**config.mk**
```make
export PLATFORM = sky130hd
export DESIGN_NAME = flow_demux_pipe
export DESIGN_NICKNAME = d
export VERILOG_FILES = /design/src/rtl/flow_pkg.sv /design/src/rtl/flow_demux_pipe.sv /design/src/rtl/flow_fifo.sv /design/src/rtl/flow_demux_select.sv /design/src/rtl/flow_reg_fwd.sv
export VERILOG_INCLUDE_DIRS = /design/src /design/src/rtl
export SDC_FILE = /design/constraint.sdc
export NUM_CORES = 1
export LEC_CHECK = 0
export BUFFER_PORTS_ARGS = -buffer_cell sky130_fd_sc_hd__buf_2
export CAP_MARGIN = 20
export CORE_MARGIN = 8
export CORE_UTILIZATION = 55
export CTS_CLUSTER_DIAMETER = 60
export DETAILED_ROUTE_END_ITERATION = 10
export GPL_TIMING_DRIVEN = 0
export PLACE_DENSITY = 0.84
export SLEW_MARGIN = 10
export SYNTH_ARGS = -nofsm -noshare
export SYNTH_HDL_FRONTEND = slang
export SYNTH_SLANG_ARGS = --single-unit
```
**constraint.sdc**
```tcl
create_clock -name clk -period 3.8 [get_ports clk]
set_input_delay 0.19 -clock clk [delete_from_list [all_inputs] [get_ports clk]]
set_output_delay 0.19 -clock clk [all_outputs]
set_load 0.02 [all_outputs]
```
**src/rtl/flow_defs.svh**
```systemverilog
// Width, flow count and FIFO depth for the flow demux pipeline
// Included by the package and by every RTL module that sizes a port or array
// Edit the values here to resize the whole design

`ifndef FLOW_DEFS_SVH
`define FLOW_DEFS_SVH

// ----------------------------------------
// Payload
// ----------------------------------------

// Bits of payload carried per item
`define FLOW_DATA_W 16

// ----------------------------------------
// Topology and buffering
// ----------------------------------------

// Number of output flows, at least 2
`define FLOW_NUM 4

// Entries per output FIFO, counting the output register
// Power of two, at least 2
`define FLOW_FIFO_DEPTH 4

`endif
```
**src/rtl/flow_pkg.sv**
```systemverilog
// Shared vector types for the flow demux pipeline
// Modules import this package in their bodies and use scoped names in their ports

package flow_pkg;

`include "flow_defs.svh"

  // ----------------------------------------
  // Item fields
  // ----------------------------------------

  // One payload word
  typedef logic [`FLOW_DATA_W-1:0] flow_data_t;

  // Destination index of an item
  // Wide enough to name every flow
  typedef logic [$clog2(`FLOW_NUM)-1:0] flow_sel_t;

  // ----------------------------------------
  // Per-flow vectors
  // ----------------------------------------

  // One bit per output flow
  // Carries the pop valid and pop ready vectors
  typedef logic [`FLOW_NUM-1:0] flow_mask_t;

endpackage

```
**src/rtl/flow_demux_pipe.sv**
```systemverilog
// Top of the flow router: input register, select demux, one FIFO per flow
// Items keep push order within a flow; a full FIFO stalls the whole input,
// so later items for other flows wait behind it

`timescale 1ns/1ps

`include "flow_defs.svh"

module flow_demux_pipe (
  input  logic                                 clk,
  input  logic                                 rst_n,

  // Input stream with destination select
  input  logic                                 push_valid,
  output logic                                 push_ready,
  input  flow_pkg::flow_sel_t                  push_sel,
  input  flow_pkg::flow_data_t                 push_data,

  // Output streams, one per flow
  input  flow_pkg::flow_mask_t                 pop_ready,
  output flow_pkg::flow_mask_t                 pop_valid,
  output flow_pkg::flow_data_t [`FLOW_NUM-1:0] pop_data
);

  import flow_pkg::*;

  localparam int SEL_W  = $bits(flow_sel_t);
  localparam int WORD_W = SEL_W + `FLOW_DATA_W;

  // ----------------------------------------
  // Input stage
  // ----------------------------------------

  // Select rides in the upper bits of the register word
  logic [WORD_W-1:0] in_word;
  logic [WORD_W-1:0] reg_word;
  logic              reg_valid;
  logic              reg_ready;
  flow_sel_t         reg_sel;
  flow_data_t        reg_data;

  assign in_word = {push_sel, push_data};

  flow_reg_fwd #(
    .WIDTH(WORD_W)
  ) u_in_reg (
    .clk       (clk),
    .rst_n     (rst_n),
    .push_valid(push_valid),
    .push_ready(push_ready),
    .push_data (in_word),
    .pop_valid (reg_valid),
    .pop_ready (reg_ready),
    .pop_data  (reg_word)
  );

  // Split the held word back into select and payload
  assign reg_sel  = reg_word[WORD_W-1 -: SEL_W];
  assign reg_data = reg_word[`FLOW_DATA_W-1:0];

  // ----------------------------------------
  // Demux
  // ----------------------------------------

  flow_mask_t                  dmx_valid;
  flow_mask_t                  dmx_ready;
  flow_data_t [`FLOW_NUM-1:0]  dmx_data;

  flow_demux_select u_demux (
    .clk       (clk),
    .rst_n     (rst_n),
    .select    (reg_sel),
    .push_valid(reg_valid),
    .push_ready(reg_ready),
    .push_data (reg_data),
    .pop_ready (dmx_ready),
    .pop_valid (dmx_valid),
    .pop_data  (dmx_data)
  );

  // ----------------------------------------
  // Per-flow buffering
  // ----------------------------------------

  for (genvar i = 0; i < `FLOW_NUM; i++) begin : g_flow
    flow_fifo u_fifo (
      .clk       (clk),
      .rst_n     (rst_n),
      .push_valid(dmx_valid[i]),
      .push_ready(dmx_ready[i]),
      .push_data (dmx_data[i]),
      .pop_valid (pop_valid[i]),
      .pop_ready (pop_ready[i]),
      .pop_data  (pop_data[i])
    );
  end

endmodule

```
**src/rtl/flow_fifo.sv**
```systemverilog
// Ready-valid FIFO for one output flow, with a registered output stage
// The output register counts as one of the FLOW_FIFO_DEPTH entries and
// fills directly from the push side when the FIFO is empty

`timescale 1ns/1ps

`include "flow_defs.svh"

module flow_fifo (
  input  logic                 clk,
  input  logic                 rst_n,

  // Write side
  input  logic                 push_valid,
  output logic                 push_ready,
  input  flow_pkg::flow_data_t push_data,

  // Read side, driven straight from a register
  output logic                 pop_valid,
  input  logic                 pop_ready,
  output flow_pkg::flow_data_t pop_data
);

  import flow_pkg::*;

  localparam int DEPTH = `FLOW_FIFO_DEPTH;
  localparam int PTR_W = $clog2(DEPTH);
  localparam int CNT_W = $clog2(DEPTH + 1);

  // ----------------------------------------
  // State
  // ----------------------------------------

  // Backing store for items behind the output register
  // At most DEPTH-1 slots are ever in use
  flow_data_t       mem [DEPTH];
  logic [PTR_W-1:0] wr_ptr;
  logic [PTR_W-1:0] rd_ptr;

  // Items held in total, output register included
  logic [CNT_W-1:0] count;

  // Items sitting in the backing store only
  logic [CNT_W-1:0] stored;

  logic             full;
  logic             do_push;
  logic             do_pop;
  logic             out_load;
  logic             mem_empty;
  logic             mem_wr;
  logic             mem_rd;

  // ----------------------------------------
  // Control
  // ----------------------------------------

  assign full = (count == CNT_W'(DEPTH));

  // Full blocks a push unless the head leaves in the same cycle
  assign push_ready = !full || pop_ready;

  assign do_push = push_valid && push_ready;
  assign do_pop  = pop_valid && pop_ready;

  assign stored    = count - CNT_W'(pop_valid);
  assign mem_empty = (stored == '0);

  // Output register takes a new word when empty or draining
  assign out_load = !pop_valid || pop_ready;

  // Head refills from the store first, to keep order
  assign mem_rd = out_load && !mem_empty;

  // Pushed word bypasses the store only if the store is empty and the head is free
  assign mem_wr = do_push && !(out_load && mem_empty);

  always_ff @(posedge clk or negedge rst_n) begin
    if (!rst_n) begin
      wr_ptr    <= '0;
      rd_ptr    <= '0;
      count     <= '0;
      pop_valid <= 1'b0;
    end else begin
      // Pointers wrap on their own since DEPTH is a power of two
      if (mem_wr) begin
        wr_ptr <= wr_ptr + 1'b1;
      end
      if (mem_rd) begin
        rd_ptr <= rd_ptr + 1'b1;
      end
      if (do_push && !do_pop) begin
        count <= count + 1'b1;
      end else if (!do_push && do_pop) begin
        count <= count - 1'b1;
      end
      // Head stays valid if anything can refill it
      if (out_load) begin
        pop_valid <= !mem_empty || do_push;
      end
    end
  end

  // ----------------------------------------
  // Datapath
  // ----------------------------------------

  always_ff @(posedge clk) begin
    if (mem_wr) begin
      mem[wr_ptr] <= push_data;
    end
    // Refill from the store, or bypass the pushed word
    if (mem_rd) begin
      pop_data <= mem[rd_ptr];
    end else if (out_load && do_push) begin
      pop_data <= push_data;
    end
  end

  // ----------------------------------------
  // Checks
  // ----------------------------------------

  // A push into a full FIFO is legal only with a pop alongside
  a_no_write_full: assert property (
    @(posedge clk) disable iff (!rst_n)
    (do_push && full) |-> do_pop
  ) else $error("flow_fifo: write while full");

  // A pop needs at least one item on record
  a_no_read_empty: assert property (
    @(posedge clk) disable iff (!rst_n)
    do_pop |-> (count != '0)
  ) else $error("flow_fifo: read while empty");

  a_count_bound: assert property (
    @(posedge clk) disable iff (!rst_n)
    count <= CNT_W'(DEPTH)
  ) else $error("flow_fifo: count %0d above depth", count);

endmodule

```
**src/rtl/flow_demux_select.sv**
```systemverilog
// Combinational ready-valid demux steered by an explicit select
// Select must stay stable while push_valid is high and the push stalls,
// so place a holding register such as flow_reg_fwd in front of it

`timescale 1ns/1ps

`include "flow_defs.svh"

module flow_demux_select (
  // Clock and reset feed the checks only
  input  logic                                  clk,
  input  logic                                  rst_n,

  // Destination of the current item
  input  flow_pkg::flow_sel_t                   select,

  // Single input stream
  input  logic                                  push_valid,
  output logic                                  push_ready,
  input  flow_pkg::flow_data_t                  push_data,

  // One output stream per flow
  input  flow_pkg::flow_mask_t                  pop_ready,
  output flow_pkg::flow_mask_t                  pop_valid,
  output flow_pkg::flow_data_t [`FLOW_NUM-1:0]  pop_data
);

  import flow_pkg::*;

  // ----------------------------------------
  // Steering
  // ----------------------------------------

  // Input is ready exactly when the chosen output is
  assign push_ready = pop_ready[select];

  // Valid lands on the selected bit only, all others stay low
  assign pop_valid = flow_mask_t'(push_valid) << select;

  // Same payload on every output
  // Outputs whose valid is low simply ignore it
  always_comb begin
    for (int i = 0; i < `FLOW_NUM; i++) begin
      pop_data[i] = push_data;
    end
  end

  // ----------------------------------------
  // Checks
  // ----------------------------------------

  // A live item must name an existing flow
  a_select_in_range: assert property (
    @(posedge clk) disable iff (!rst_n)
    push_valid |-> (select < `FLOW_NUM)
  ) else $error("flow_demux_select: select %0d out of range", select);

  // Upstream must keep select steady while the item waits
  a_select_stable: assert property (
    @(posedge clk) disable iff (!rst_n)
    (push_valid && !push_ready) |=> $stable(select)
  ) else $error("flow_demux_select: select changed under stall");

endmodule

```
**src/rtl/flow_reg_fwd.sv**
```systemverilog
// One-entry ready-valid pipeline register with full throughput
// Holds its word stable while the consumer stalls, so select bits carried in the
// word stay stable for a combinational demux behind it

`timescale 1ns/1ps

module flow_reg_fwd #(
  // Bits in the carried word
  parameter int WIDTH = 8
) (
  input  logic             clk,
  input  logic             rst_n,

  // Upstream side
  input  logic             push_valid,
  output logic             push_ready,
  input  logic [WIDTH-1:0] push_data,

  // Downstream side
  output logic             pop_valid,
  input  logic             pop_ready,
  output logic [WIDTH-1:0] pop_data
);

  // ----------------------------------------
  // Handshake
  // ----------------------------------------

  logic push_xfer;

  // Accept when empty, or when the held item leaves this same cycle
  // This keeps one item per cycle in steady state
  assign push_ready = !pop_valid || pop_ready;

  assign push_xfer = push_valid && push_ready;

  // ----------------------------------------
  // Storage
  // ----------------------------------------

  // Valid bit follows the upstream valid whenever a slot opens up
  // A drain with no new item leaves the register empty
  always_ff @(posedge clk or negedge rst_n) begin
    if (!rst_n) begin
      pop_valid <= 1'b0;
    end else if (push_ready) begin
      pop_valid <= push_valid;
    end
  end

  // Payload only moves on an accepted push
  // Stalled cycles keep the old word, select bits included
  always_ff @(posedge clk) begin
    if (push_xfer) begin
      pop_data <= push_data;
    end
  end

  // ----------------------------------------
  // Checks
  // ----------------------------------------

  // A stalled item must not vanish or change
  // The demux downstream relies on this for a stable select
  a_hold_under_stall: assert property (
    @(posedge clk) disable iff (!rst_n)
    (pop_valid && !pop_ready) |=> (pop_valid && $stable(pop_data))
  ) else $error("flow_reg_fwd: output changed while stalled");

endmodule

```
==> results of run 1 <==
-- kinds of logic after synthesis --
group	share of synthesized area, %
DFF	73.49
xor gates and xnor gates	2.027
and+or+nand+nor	2.890
AOI/OAI and AO/OA	1.516
muxes	15.71
buffers and inverters	1.818
adders and majority gates	2.547
-- routing by layer --
layer  global-route usage (%)  wire length (um)  vias to the layer above  share of wire, %
met3                    3.230              1785                       60               6.3
li1                         -                 -                     3078                 -
met2                    28.84             14190                      277                50
met4                    6.944               859                        0               3.0
met1                    22.67             11540                     3584                41
met5                        0                 0                        -                 0
-- flip-flops by register name, indices dropped and copies added, names as in the netlist --
register                 cells
u_in_reg.pop_valid           1
g_flow.u_fifo.rd_ptr         8
g_flow.u_fifo.count         12
g_flow.u_fifo.pop_valid      4
g_flow.u_fifo.wr_ptr         8
g_flow.u_fifo.pop_data      64
u_in_reg.pop_data           18
g_flow.u_fifo.mem          256
-- synth_stat cells, types with 4 or more instances --
cell type	n	share of area (%)
nand3_1	5	0.17
dfrtp_1	33	5.5
nand2_1	4	0.10
clkbuf_1	4	0.10
buf_4	8	0.40
buf_2	4	0.13
nor2b_1	8	0.34
edfxtp_1	338	68
mux2_2	41	3.1
and2_1	16	0.67
fa_1	4	0.54
a21oi_4	4	0.44
nor4b_2	4	0.40
mux2_4	25	2.5
o211ai_1	4	0.20
a21oi_1	4	0.13
nand2b_1	12	0.50
ha_1	24	2.0
xnor2_1	13	0.76
mux4_2	64	9.7
nor2_1	9	0.23
xor2_1	16	0.94
inv_1	20	0.50
mux2_1	6	0.45
buf_6	5	0.38
-- worst max-delay path by stage --
| stage | endpoint | slack (ps) |
|---|---|---|
| final | g_flow[3].u_fifo.mem[1][3]$_DFFE_PP_ | 1130 |
| after detailed placement | g_flow[3].u_fifo.mem[1][4]$_DFFE_PP_ | 1180 |
| after floorplan | u_in_reg.pop_data[0]$_DFFE_PP_ | 1060 |
| after CTS | g_flow[3].u_fifo.mem[1][4]$_DFFE_PP_ | 1140 |
| after global placement | u_in_reg.pop_data[1]$_DFFE_PP_ | 640 |
| after global routing | g_flow[3].u_fifo.mem[1][3]$_DFFE_PP_ | 1000 |
-- worst max-delay path: stages (launching register included) --
cell and delay [ps]:
dfrtp_1 460, inv_1 80, ha_1 250, xnor2_1 210, a311oi_2 530, and2_1 760
-- power by group through the flow --
stage,Combinational (W),Clock [W],Sequential [W]
after floorplan,0.00273,0,0.00628
after global routing,0.00457,0.00379,0.00591
after detailed placement,0.00427,0,0.00592
final,0.00426,0.00358,0.00584
after global placement,0.00410,0,0.00590
after CTS,0.00433,0.00364,0.00584
-- stage by stage --
stage	power, W	setup WS, ps	utilization [%]
3_3_place_gp	0.009991	636.1	59.05
5_1_grt	0.01427	999.7	64.52
3_5_place_dp	0.01018	1176	59.34
2_1_floorplan	0.009009	1056	-
6_report	0.01368	1128	64.52
4_1_cts	0.01382	1136	64.52
-- placed cells by master (no fill, tap or decap), drive strengths merged, types with 5 or more instances in the layout --
cell,Yosys,final
ha,24,24
dlygate4sd3,0,20
nand3,5,5
and2,16,16
buf,20,118
mux4,64,64
nor2,9,9
xor2,16,16
clkinv,0,7
nor2b,8,8
inv,20,20
dfrtp,33,33
a21oi,8,8
mux2,72,72
xnor2,16,16
edfxtp,338,338
nand2b,12,12
clkbuf,4,53
-- what timing repair did --
action | 4_1_cts | 5_1_grt
endpoints found under the hold margin | 52 | 0
hold buffers | 20 | 0
buffers inserted | 0 | 0
-- cell type report --
type / instances / share of cell area (%)
sequential: 371 / 63.47
timing repair buffer: 118 / 4.175
tap: 341 / 2.467
multi-input combinational: 281 / 21.44
buffer: 24 / 1.136
clock buffer: 49 / 5.846
inverter: 20 / 0.4341
clock inverter: 14 / 1.035
==> results.txt, run 1 <==
The number of global-route vias before repair is 7546, and the number of remaining DRC errors is 0. The overall overflow remaining after global route is 0, and the footprint of the multi-input gates is 3707 um2. Setup repair after global routing left no endpoint under its margin.

The initialized floorplan defines 60 standard-cell rows. The run gives 36.36% as the remaining max-slew budget at the tightest pin. The post-layout net count was 904; the max-cap violation count was 0. The worst-case hold path end point is g_flow[3].u_fifo.pop_valid$_DFFE_PN0P_. The count of TritonRoute iterations in the first routing pass was 5.

The run gives 554 as the initial DRC count. In this run the worst hold path is classified as in2reg. For the pin with the worst max-slew slack, the measured transition is 954.6 ps.

The tools report the sequential standard cell area as 10980 um2. After synthesis the netlist holds a flip-flop and latch count of 371. The final RePlAce weighted congestion is 0.7645, and the depth of the worst hold-timing path is 3. The final critical-path share of the clock period is 70.31%, and the synthesized netlist net count is 749. The clock passes through at most 3 buffers.

The worst register-to-register path begins at g_flow[3].u_fifo.count[0]$_DFFE_PN0P_. The mapped netlist covers 14930 um2. Number of standard cells after synthesis: 696.

The Yosys warning count is 0. The post-layout instance area was 17290 um2. Data arrives at the worst endpoint at 2810 ps. The worst hold path begins at pop_ready[3]. The placeable core region came out at 26800 um2. Counting flops with a built-in enable in the synthesized netlist gives 338.

The post-layout instance count excluding filler cells is 1218, and the number of nets with antenna violations after detailed routing is 0. VDD sags by at most 0.3871 mV. Of the cells placed in the final design, the portion with a size suffix greater than 1 is 36.94%. Of the synthesized area, sequential elements account for 73.49%. The layout has 1689 filler cells. For the worst setup path, the data required time is 3940 ps.

The area growth from synthesis to layout is 15.79%. The cell-internal power is 0.009559 W. Fraction of power consumed by combinational cells: 31.1%.

Power spread over the standard cell area amounts to 791.3 nW/um2. The tools report the number of clock sinks as 371. TritonCTS built the clock tree. For the final database, setup skew stands at 11.92 ps. For the finished layout, the period the worst path requires is 2672 ps. In this run, the clock network consumes 26.2% of the power.

The clock transition time at the flip-flop clock pins of the worst setup and hold paths came out at 70 ps. In this run the mean area of a mapped cell was 21.46 um2. Hold timing on the final database bottoms out at a slack of 154.9 ps.

Across all register-to-register paths, the minimum setup slack is 1130 ps. The effective utilization at floorplan is 55.72%. Detailed placement ended at an HPWL of 17030 um. The tree is rooted in a clkbuf_16. The startpoint of the most critical setup path is g_flow[3].u_fifo.count[0]$_DFFE_PN0P_.

The analysis attributes to cell leakage a power of 6.085 nW. The worst setup path is captured at a register. The clock reaches the later pin of the worst-skew pair after 510 ps. The run gives 0 as the number of diodes. By startpoint and endpoint, the worst setup path is classified as reg2reg.

The logs give 0 for the max-slew violation count and 0 for the number of gates resized after CTS. In this run the critical register-to-register path is captured at g_flow[3].u_fifo.mem[1][3]$_DFFE_PP_. Largest net degree at the start of global routing: 34. Counting flops with an async set or reset pin after synthesis yields a share of 8.895%. In the synthesized netlist the dominant register cell turns out to be edfxtp_1. The die covers 32680 um2. Global routing used 17.43% of the available tracks. The analysis attributes to net switching a power of 0.004124 W.

For the number of placed instances, taps included, the log shows 1135. The number of endpoints with negative hold slack in the final report was 0; the routed length per instance was 23.30 um. The die is 180.8 um tall. Clock tree synthesis inserted a total of 35 buffers.

The total of buffers placed on input and output ports is 93. Setup total negative slack on the finished layout was measured at 0 ps. The I/O pin total came out at 94. The floorplan step set the die width to 180.8 um. In this run the worst path has a maximum fanout of 16.

Measured in cells, the most critical reg-to-reg path has a length of 5. Summed over all layers, the routed wires come to 28380 um. The fraction of power spent switching nets was 30.14%; the initial antenna violation count was 0.

The tools report the category of the worst setup path launch point as a register. Setup violations remaining at the end of the flow were counted as 0. The highest attainable clock frequency was 0.3743 GHz. Registers are responsible for 42.7% of the overall power.

The post-placement cell area came out at 15900 um2. The distinct cell type count of the synthesized netlist is 36. The H-tree depth is 2. The detailed router placed 6999 vias in this run.

Number of vias per cell: 5.746. The flow ran to the end, and the final reports show no timing, DRC or antenna violations. The first global-routing pass estimated 43680 um of wire.
Note: power is estimated with default switching activity, not from simulation.
==> run 2: changes to the inputs <==
--- a/config.mk
+++ b/config.mk
@@ -9,11 +9,11 @@
 export BUFFER_PORTS_ARGS = -buffer_cell sky130_fd_sc_hd__buf_2
 export CAP_MARGIN = 20
 export CORE_MARGIN = 8
-export CORE_UTILIZATION = 55
+export CORE_UTILIZATION = 54
 export CTS_CLUSTER_DIAMETER = 60
 export DETAILED_ROUTE_END_ITERATION = 10
 export GPL_TIMING_DRIVEN = 0
-export PLACE_DENSITY = 0.84
+export PLACE_DENSITY = 0.86
 export SLEW_MARGIN = 10
 export SYNTH_ARGS = -nofsm -noshare
 export SYNTH_HDL_FRONTEND = slang
==> constraint.sdc (replaced) <==
create_clock -name clk -period 2.17 [get_ports clk]
set_input_delay 0.1085 -clock clk [delete_from_list [all_inputs] [get_ports clk]]
set_output_delay 0.1085 -clock clk [all_outputs]
set_load 0.02 [all_outputs]
==> run 2 against run 1 <==
Compared with the run above: the run now ends with setup timing left; global-route usage up 0.72 points; hold slack worse by 79 ps; flip-flop and latch count unchanged; register-to-register slack worse by 1100 ps; critical endpoint is now g_flow[0].u_fifo.mem[3][12]$_DFFE_PP_; largest power group unchanged; highest routed layer unchanged.
==> results.txt, run 2 (same netlist as run 1, synthesis figures left out) <==
The flow ran to the end, but the final reports show violations. The final reports fail on setup timing. For the largest clock skew in the final design, the log shows 18.57 ps (was 11.92 ps). The logs give 1137 (was 1135) for the number of placed instances, taps included and 64.38% (was 64.52%) for the end-of-flow core utilization.

For the peak supply drop, the log shows 0.6975 mV (was 0.3871 mV). The routed length per instance was 24.84 um (was 23.30 um); the number of vias per cell was 5.885 (was 5.746). The clock latency reported for the late side of the worst-skew pair was 520 ps (was 510 ps); the cell leakage power was 6.294 nW (was 6.085 nW). The highest attainable clock frequency is 0.4577 GHz (was 0.3743 GHz). The number of endpoints with negative hold slack in the final report is 0 (unchanged). The tools report the final worst setup slack as -14.89 ps (was 1128 ps). The final wirelength was 31380 um (was 28380 um).

The max-cap violation count was 0 (unchanged). The placeable core region was 27480 um2 (was 26800 um2). Largest registers: g_flow.u_fifo.mem x256, g_flow.u_fifo.pop_data x64, u_in_reg.pop_data x18 (unchanged).

The run gives 0 (unchanged) as the max-slew violation count. Number of global-route vias before repair: 7624 (was 7546). The startpoint of the most critical register-to-register path is u_in_reg.pop_data[16]$_DFFE_PP_ (was g_flow[3].u_fifo.count[0]$_DFFE_PN0P_).

Category of the critical setup timing path: reg2reg (unchanged). The tools report the arrival time of data at the critical path endpoint as 2390 ps (was 2810 ps). The total of buffers placed on input and output ports is 93 (unchanged). The die extent in x is 182.3 um (was 180.8 um). The number of clock sinks is 371 (unchanged). The tools report the critical path endpoint as g_flow[0].u_fifo.mem[3][12]$_DFFE_PP_ (was g_flow[3].u_fifo.mem[1][3]$_DFFE_PP_). Number of remaining DRC errors: 0 (unchanged). The H-tree depth is 2 (unchanged). The critical-path maximum fanout was 16 (unchanged); the count of final setup violators was 40 (was 0). The global routing usage summed across all routing layers was 18.16% (was 17.43%); the post-layout net count was 943 (was 904). The HPWL reported at the end of detailed placement was 17430 um (was 17030 um); the total power was 0.02433 W (was 0.01368 W). The worst-margin pin slew came out at 970.9 ps (was 954.6 ps). The initial DRC count is 724 (was 554). First-pass GRT wire length: 45330 um (was 43680 um). Remaining max-slew budget at the tightest pin: 35.27% (was 36.36%). Most common cell after layout, fill and taps aside: edfxtp_1 (unchanged). The die area is 33230 um2 (was 32680 um2), and the number of nets with antenna violations after detailed routing is 0 (unchanged). The run gives -10 ps (was 1130 ps) as the internal reg-to-reg setup slack. Largest net degree at the start of global routing: 34 (unchanged). The category of the worst setup path launch point is a register (unchanged). The post-layout instance count excluding filler cells was 1263 (was 1218). Setup repair after global routing could not meet its margin everywhere. The effective utilization at floorplan came out at 54.35% (was 55.72%). The reg-to-reg endpoint was g_flow[0].u_fifo.mem[3][12]$_DFFE_PP_ (was g_flow[3].u_fifo.mem[1][3]$_DFFE_PP_). The fraction of final layout cells with drive strength greater than 1 was 43.29% (was 36.94%). The total via count after detailed routing came out at 7433 (was 6999).

The shortest period the worst path allows works out to 2185 ps (was 2672 ps). The count of cells along the worst register-to-register path came out at 4 (was 5). The synthesis-to-layout area growth works out to 18.45% (was 15.79%). For the final RePlAce weighted congestion, the log shows 0.7892 (was 0.7645).

Highest-count cells in the layout ignoring fill and taps: 338 x edfxtp_1, 97 x buf_2, 64 x mux4_2 (unchanged). TritonCTS built the clock tree. The initial antenna violation count came out at 0 (unchanged). The power per cell area was 1375 nW/um2 (was 791.3 nW/um2); the number of diodes was 0 (unchanged). For the critical path required time, the log shows 2370 ps (was 3940 ps). For the row count, the log shows 61 (was 60). For the count of TritonRoute iterations in the first routing pass, the log shows 5 (unchanged).

Register with the highest flop count: g_flow.u_fifo.mem (unchanged). The I/O pin total is 94 (unchanged). The run gives 37 (was 35) as the number of buffers added by the clock tree synthesis step. The clock transition time at the flip-flop clock pins of the worst setup and hold paths is 60 ps (was 70 ps).

The tools report the root buffer selected by CTS as clkbuf_16 (unchanged). The final critical-path share of the clock period is 100.7% (was 70.31%). The kind of path behind the tightest hold check was in2reg (unchanged). The overall overflow remaining after global route came out at 0 (unchanged). The run gives 3 (unchanged) as the maximum buffer depth of the clock tree. The startpoint of the most critical setup path was u_in_reg.pop_data[16]$_DFFE_PP_ (was g_flow[3].u_fifo.count[0]$_DFFE_PN0P_). The number of flip-flops under the largest register name came out at 256 (unchanged). The tools report the endpoint type of the worst setup path as a register (unchanged). The vertical extent of the die is 182.3 um (was 180.8 um).
[run 2: cell count changes in the layout (fill, tap and decap cells not counted), moves of 4 or more]
cell	change
buf_4	+33
and2_4	+20
and2_1	-16
dfrtp_1	-10
dfrtp_2	+10
bufinv_16	-4
clkbuf_1	+4
nand2b_1	-4
nand2b_4	+4
nor4b_2	-4
nor4b_4	+4
[run 2: through the flow]
stage / area [um2] / hold WS [ps] / TNS (ps) / setup WS [ps]
2_1_floorplan: 14950 / -187.1 / 0 / 11.35
3_3_place_gp: 15850 / 269.1 / -88740 / -394.4
3_5_place_dp: 15880 / 279.1 / -99910 / -456.8
4_1_cts: 17470 / 35.29 / -28.30 / -14.98
5_1_grt: 17690 / 77.10 / -4222 / -83.06
6_report: 17690 / 76.23 / -367.9 / -14.89
[run 2: worst max-delay path: stages (launching register included)]
cell	delay, ps
edfxtp_1	510
buf_6	180
or3b_4	390
a311oi_4	410
and2_4	380
[run 2: report_power, final]
| group | internal, W | leakage [nW] | switching (W) |
|---|---|---|---|
| clock network | 0.00344 | 0.555 | 0.00254 |
| logic | 0.00382 | 2.26 | 0.00424 |
| registers | 0.00951 | 3.48 | 0.000781 |
| total | 0.0168 | 6.29 | 0.00756 |
[run 2: per-layer routing]
layer / track usage, % / vias up / routed length [um]
li1: - / 3167 / -
met1: 23.18 / 3896 / 12440
met2: 30.23 / 297 / 15620
met3: 4.116 / 73 / 2136
met4: 6.691 / 0 / 1186
met5: 0 / - / 0
[run 2: worst min-delay path by stage]
stage	startpoint	endpoint	slack, ps	cells past startpoint
floorplan	rst_n	g_flow[0].u_fifo.count[0]$_DFFE_PN0P_	-190	0
global placement	rst_n	g_flow[3].u_fifo.wr_ptr[1]$_DFFE_PN0P_	270	1
detailed placement	rst_n	g_flow[3].u_fifo.wr_ptr[1]$_DFFE_PN0P_	280	1
CTS	pop_ready[3]	g_flow[3].u_fifo.pop_valid$_DFFE_PN0P_	40	3
global route	pop_ready[3]	g_flow[3].u_fifo.pop_valid$_DFFE_PN0P_	80	4
finish	pop_ready[0]	g_flow[0].u_fifo.count[0]$_DFFE_PN0P_	80	4
[run 2: timing repair]
item / in CTS / in global routing
hold endpoints to repair: 52 / 0
endpoints found under the setup margin: 343 / 316
hold buffers: 20 / 0
resized for setup: 45 / 24
gates cloned: 1 / 6
pin swaps: 9 / 14
setup buffers: 17 / 18
[run 2: layout make-up]
type / instances / area [um2]
clock buffers: 57 / 1084
inverters: 20 / 75.07
well taps: 346 / 432.9
fillers: 1742 / 9787
clock inverters: 9 / 48.80
repair buffers: 150 / 952.2
flip-flops and latches: 371 / 10990
multi-input cells: 288 / 3920
plain buffers: 22 / 188.9
==> run 3: changes to the inputs <==
--- a/config.mk
+++ b/config.mk
@@ -14,6 +14,8 @@
 export DETAILED_ROUTE_END_ITERATION = 10
 export GPL_TIMING_DRIVEN = 0
 export PLACE_DENSITY = 0.86
+export RECOVER_POWER = 100
+export REMOVE_ABC_BUFFERS = 1
 export SLEW_MARGIN = 10
 export SYNTH_ARGS = -nofsm -noshare
 export SYNTH_HDL_FRONTEND = slang
==> run 3 against run 2 <==
Compared with the run above: the flow still finishes with violations (setup timing); cell area barely moved; fmax decreased by 3.3%; first-iteration DRC count shrank 1.8%; critical path depth up 5; non-clock buffer count is 22 lower; routed wire length grew 2.7%; highest routed layer unchanged; total power rose by 1.3%.
==> results.txt, run 3 (same netlist as run 1, synthesis figures left out) <==
The run finished, with violations left. Failing checks: setup timing (unchanged). The shortest period the worst path allows is 2260 ps (was 2185 ps).

Sequential cell fraction of total power: 44.5% (was 42.3%). The kind of path behind the tightest hold check was in2reg (unchanged). The tools report the highest attainable clock frequency as 0.4425 GHz (was 0.4577 GHz). The arrival time of data at the critical path endpoint came out at 2690 ps (was 2390 ps). The footprint of the multi-input gates is 3996 um2 (was 3920 um2). The total of buffers placed on input and output ports was 93 (unchanged).

The largest clock skew in the final design is 17.21 ps (was 18.57 ps), and the max-slew violation count is 0 (unchanged). The most common cell after layout, fill and taps aside is edfxtp_1 (unchanged). The tools report the cell-internal power as 0.01691 W (was 0.01678 W). The category of the critical setup timing path was reg2reg (unchanged). TritonCTS built the clock tree.

The number of vias per cell was 5.971 (was 5.885); the max-cap violation count was 0 (unchanged). The clock transition time at the flip-flop clock pins of the worst setup and hold paths works out to 60 ps (about the same). The fraction of power consumed by combinational cells was 29.1% (was 33.1%); the power per cell area was 1393 nW/um2 (was 1375 nW/um2). The root buffer selected by CTS is clkbuf_16 (unchanged). The initial DRC count is 711 (was 724), and the setup total negative slack is -89.66 ps (was -367.9 ps). The die area was 33230 um2 (unchanged); the synthesis-to-layout area growth was 18.47% (was 18.45%). For the total power, the log shows 0.02465 W (was 0.02433 W). For the sequential standard cell area, the log shows 10990 um2 (unchanged).

The number of clock sinks is 371 (unchanged). The die extent in x was 182.3 um (unchanged); the number of nets with antenna violations after detailed routing was 0 (unchanged). The worst-margin pin slew works out to 970.9 ps (about the same). The effective utilization at floorplan was 54.35% (unchanged).

The vertical extent of the die was 182.3 um (unchanged). Setup repair after global routing could not meet its margin everywhere. For the peak supply drop, the log shows 0.8482 mV (was 0.6975 mV). Number of buffers added by the clock tree synthesis step: 39 (was 37).

The tools report the first-pass GRT wire length as 46530 um (was 45330 um). The logs give 32220 um (was 31380 um) for the final wirelength and 0 (unchanged) for the number of endpoints with negative hold slack in the final report. Number of flip-flops under the largest register name: 256 (unchanged). Highest-count cells in the layout ignoring fill and taps: 338 x edfxtp_1, 75 x clkbuf_1, 64 x mux4_2 (was 338 x edfxtp_1, 97 x buf_2, 64 x mux4_2). The number of placed instances, taps included is 1116 (was 1137). The logs give 3 (unchanged) for the maximum buffer depth of the clock tree and 1 (was 0) for the initial antenna violation count. HPWL reported at the end of detailed placement: 17090 um (was 17430 um). Final critical-path share of the clock period: 104.1% (was 100.7%).

The startpoint of the most critical register-to-register path was u_in_reg.pop_data[16]$_DFFE_PP_ (unchanged). The tools report the endpoint type of the worst setup path as a register (unchanged). H-tree depth: 2 (unchanged).

For the placeable core region, the log shows 27480 um2 (unchanged). The logs give 530 ps (was 520 ps) for the clock latency reported for the late side of the worst-skew pair and 18.69% (was 18.16%) for the global routing usage summed across all routing layers. The tools report the category of the worst setup path launch point as a register (unchanged). The tools report the post-layout net count as 928 (was 943). The tools report the cell leakage power as 6.100 nW (was 6.294 nW). The logs give 94 (unchanged) for the I/O pin total and 0.007740 W (was 0.007555 W) for the power spent charging and discharging nets. Largest net degree at the start of global routing: 34 (unchanged). The startpoint of the worst hold path is pop_ready[2] (was pop_ready[0]). The run gives 1709 (was 1742) as the total of fill cells in the finished design. The remaining max-slew budget at the tightest pin was 35.27% (about the same); the count of TritonRoute iterations in the first routing pass was 5 (unchanged). The logs give 2600 ps (was 2370 ps) for the critical path required time and 26.4% (was 24.6%) for the part of the power in the clock network.

The fraction of power spent switching nets came out at 31.40% (was 31.05%). Overall overflow remaining after global route: 0 (unchanged). The final worst setup slack came out at -89.66 ps (was -14.89 ps). Largest registers: g_flow.u_fifo.mem x256, g_flow.u_fifo.pop_data x64, u_in_reg.pop_data x18 (unchanged). The post-layout instance count excluding filler cells is 1250 (was 1263), and the row count is 61 (unchanged). Final RePlAce weighted congestion: 0.7175 (was 0.7892).

Number of global-route vias before repair: 7565 (was 7624). The fraction of final layout cells with drive strength greater than 1 works out to 36.88% (was 43.29%). The count of final setup violators is 1 (was 40), and the routed length per instance is 25.78 um (was 24.84 um). Register with the highest flop count: g_flow.u_fifo.mem (unchanged).

The number of remaining DRC errors was 0 (unchanged); the total via count after detailed routing was 7464 (was 7433). The critical-path maximum fanout works out to 8 (was 16). The startpoint of the most critical setup path is u_in_reg.pop_data[16]$_DFFE_PP_ (unchanged). For the post-placement worst setup slack, the log shows -485.4 ps (was -456.8 ps).
[run 3: changes by cell type in the layout (fill, tap and decap cells not counted), moves of 4 or more]
cell,previous run,this run
and2_4,20,26
buf_4,41,27
clkinvlp_4,0,5
clkbuf_1,16,75
buf_2,97,24
buf_12,0,4
[run 3: routing by layer]
metal	global-route usage (%)	wire (um)	part of all wire (%)
met5	0	0	0
met4	5.904	850	2.6
met3	3.659	2742	8.5
met2	32.25	16520	51
met1	23.65	12110	38
[run 3: path summary, 6_finish.rpt]
path	end	slack (ps)	cells past startpoint
max	g_flow[3].u_fifo.count[2]$_DFFE_PN0P_	-90	9
min	g_flow[2].u_fifo.pop_valid$_DFFE_PN0P_	80	4
max reg2reg	g_flow[3].u_fifo.count[2]$_DFFE_PN0P_	-90	9
min reg2reg	g_flow[1].u_fifo.count[2]$_DFFE_PN0P_	550	1
max in group asynchronous	g_flow[1].u_fifo.count[0]$_DFFE_PN0P_	1230	2
min in group asynchronous	g_flow[3].u_fifo.wr_ptr[1]$_DFFE_PN0P_	270	2
[run 3: what timing repair did]
action	in CTS	in global routing
hold buffers	20	0
gates resized for setup	52	34
buffers inserted	18	14
setup endpoints to repair	329	262
gates cloned	4	8
pin swaps	16	21
hold endpoints to repair	52	0
[run 3: area by class of cell]
| type | count | area share [%] |
|---|---|---|
| diodes | 1 | 0.01414 |
| repair buffers | 150 | 5.283 |
| clock inverters | 19 | 1.018 |
| well taps | 346 | 2.447 |
| flip-flops and latches | 371 | 62.11 |
| clock buffers | 50 | 6.103 |
| inverters | 20 | 0.4385 |
| multi-input cells | 293 | 22.59 |
[run 3: worst max-delay path, cell delays in order (launching register included)]
cell      delay, ps
edfxtp_1        570
and3_4          290
nand2b_4         80
inv_4            60
ha_4            130
inv_2            40
fa_2            390
xor2_2          160
nor2_2          190
xor2_2          230
[run 3: through the flow]
step                utilization, %  instance area (um2)  hold slack (ps)
CTS                          63.78                17520            38.70
floorplan                        -                14740           -187.1
detailed placement           57.19                15710            286.6
global route                 64.39                17690            70.30
finish                       64.39                17690            75.93
global placement             56.91                15640            277.2
[run 3: power groups by stage]
stage	Clock (W)	Sequential (W)	Combinational, W
floorplan	0	0.0115	0.00395
global placement	0	0.0110	0.00615
detailed placement	0	0.0110	0.00652
CTS	0.00658	0.0110	0.00706
global route	0.00688	0.0112	0.00759
finish	0.00651	0.0110	0.00717
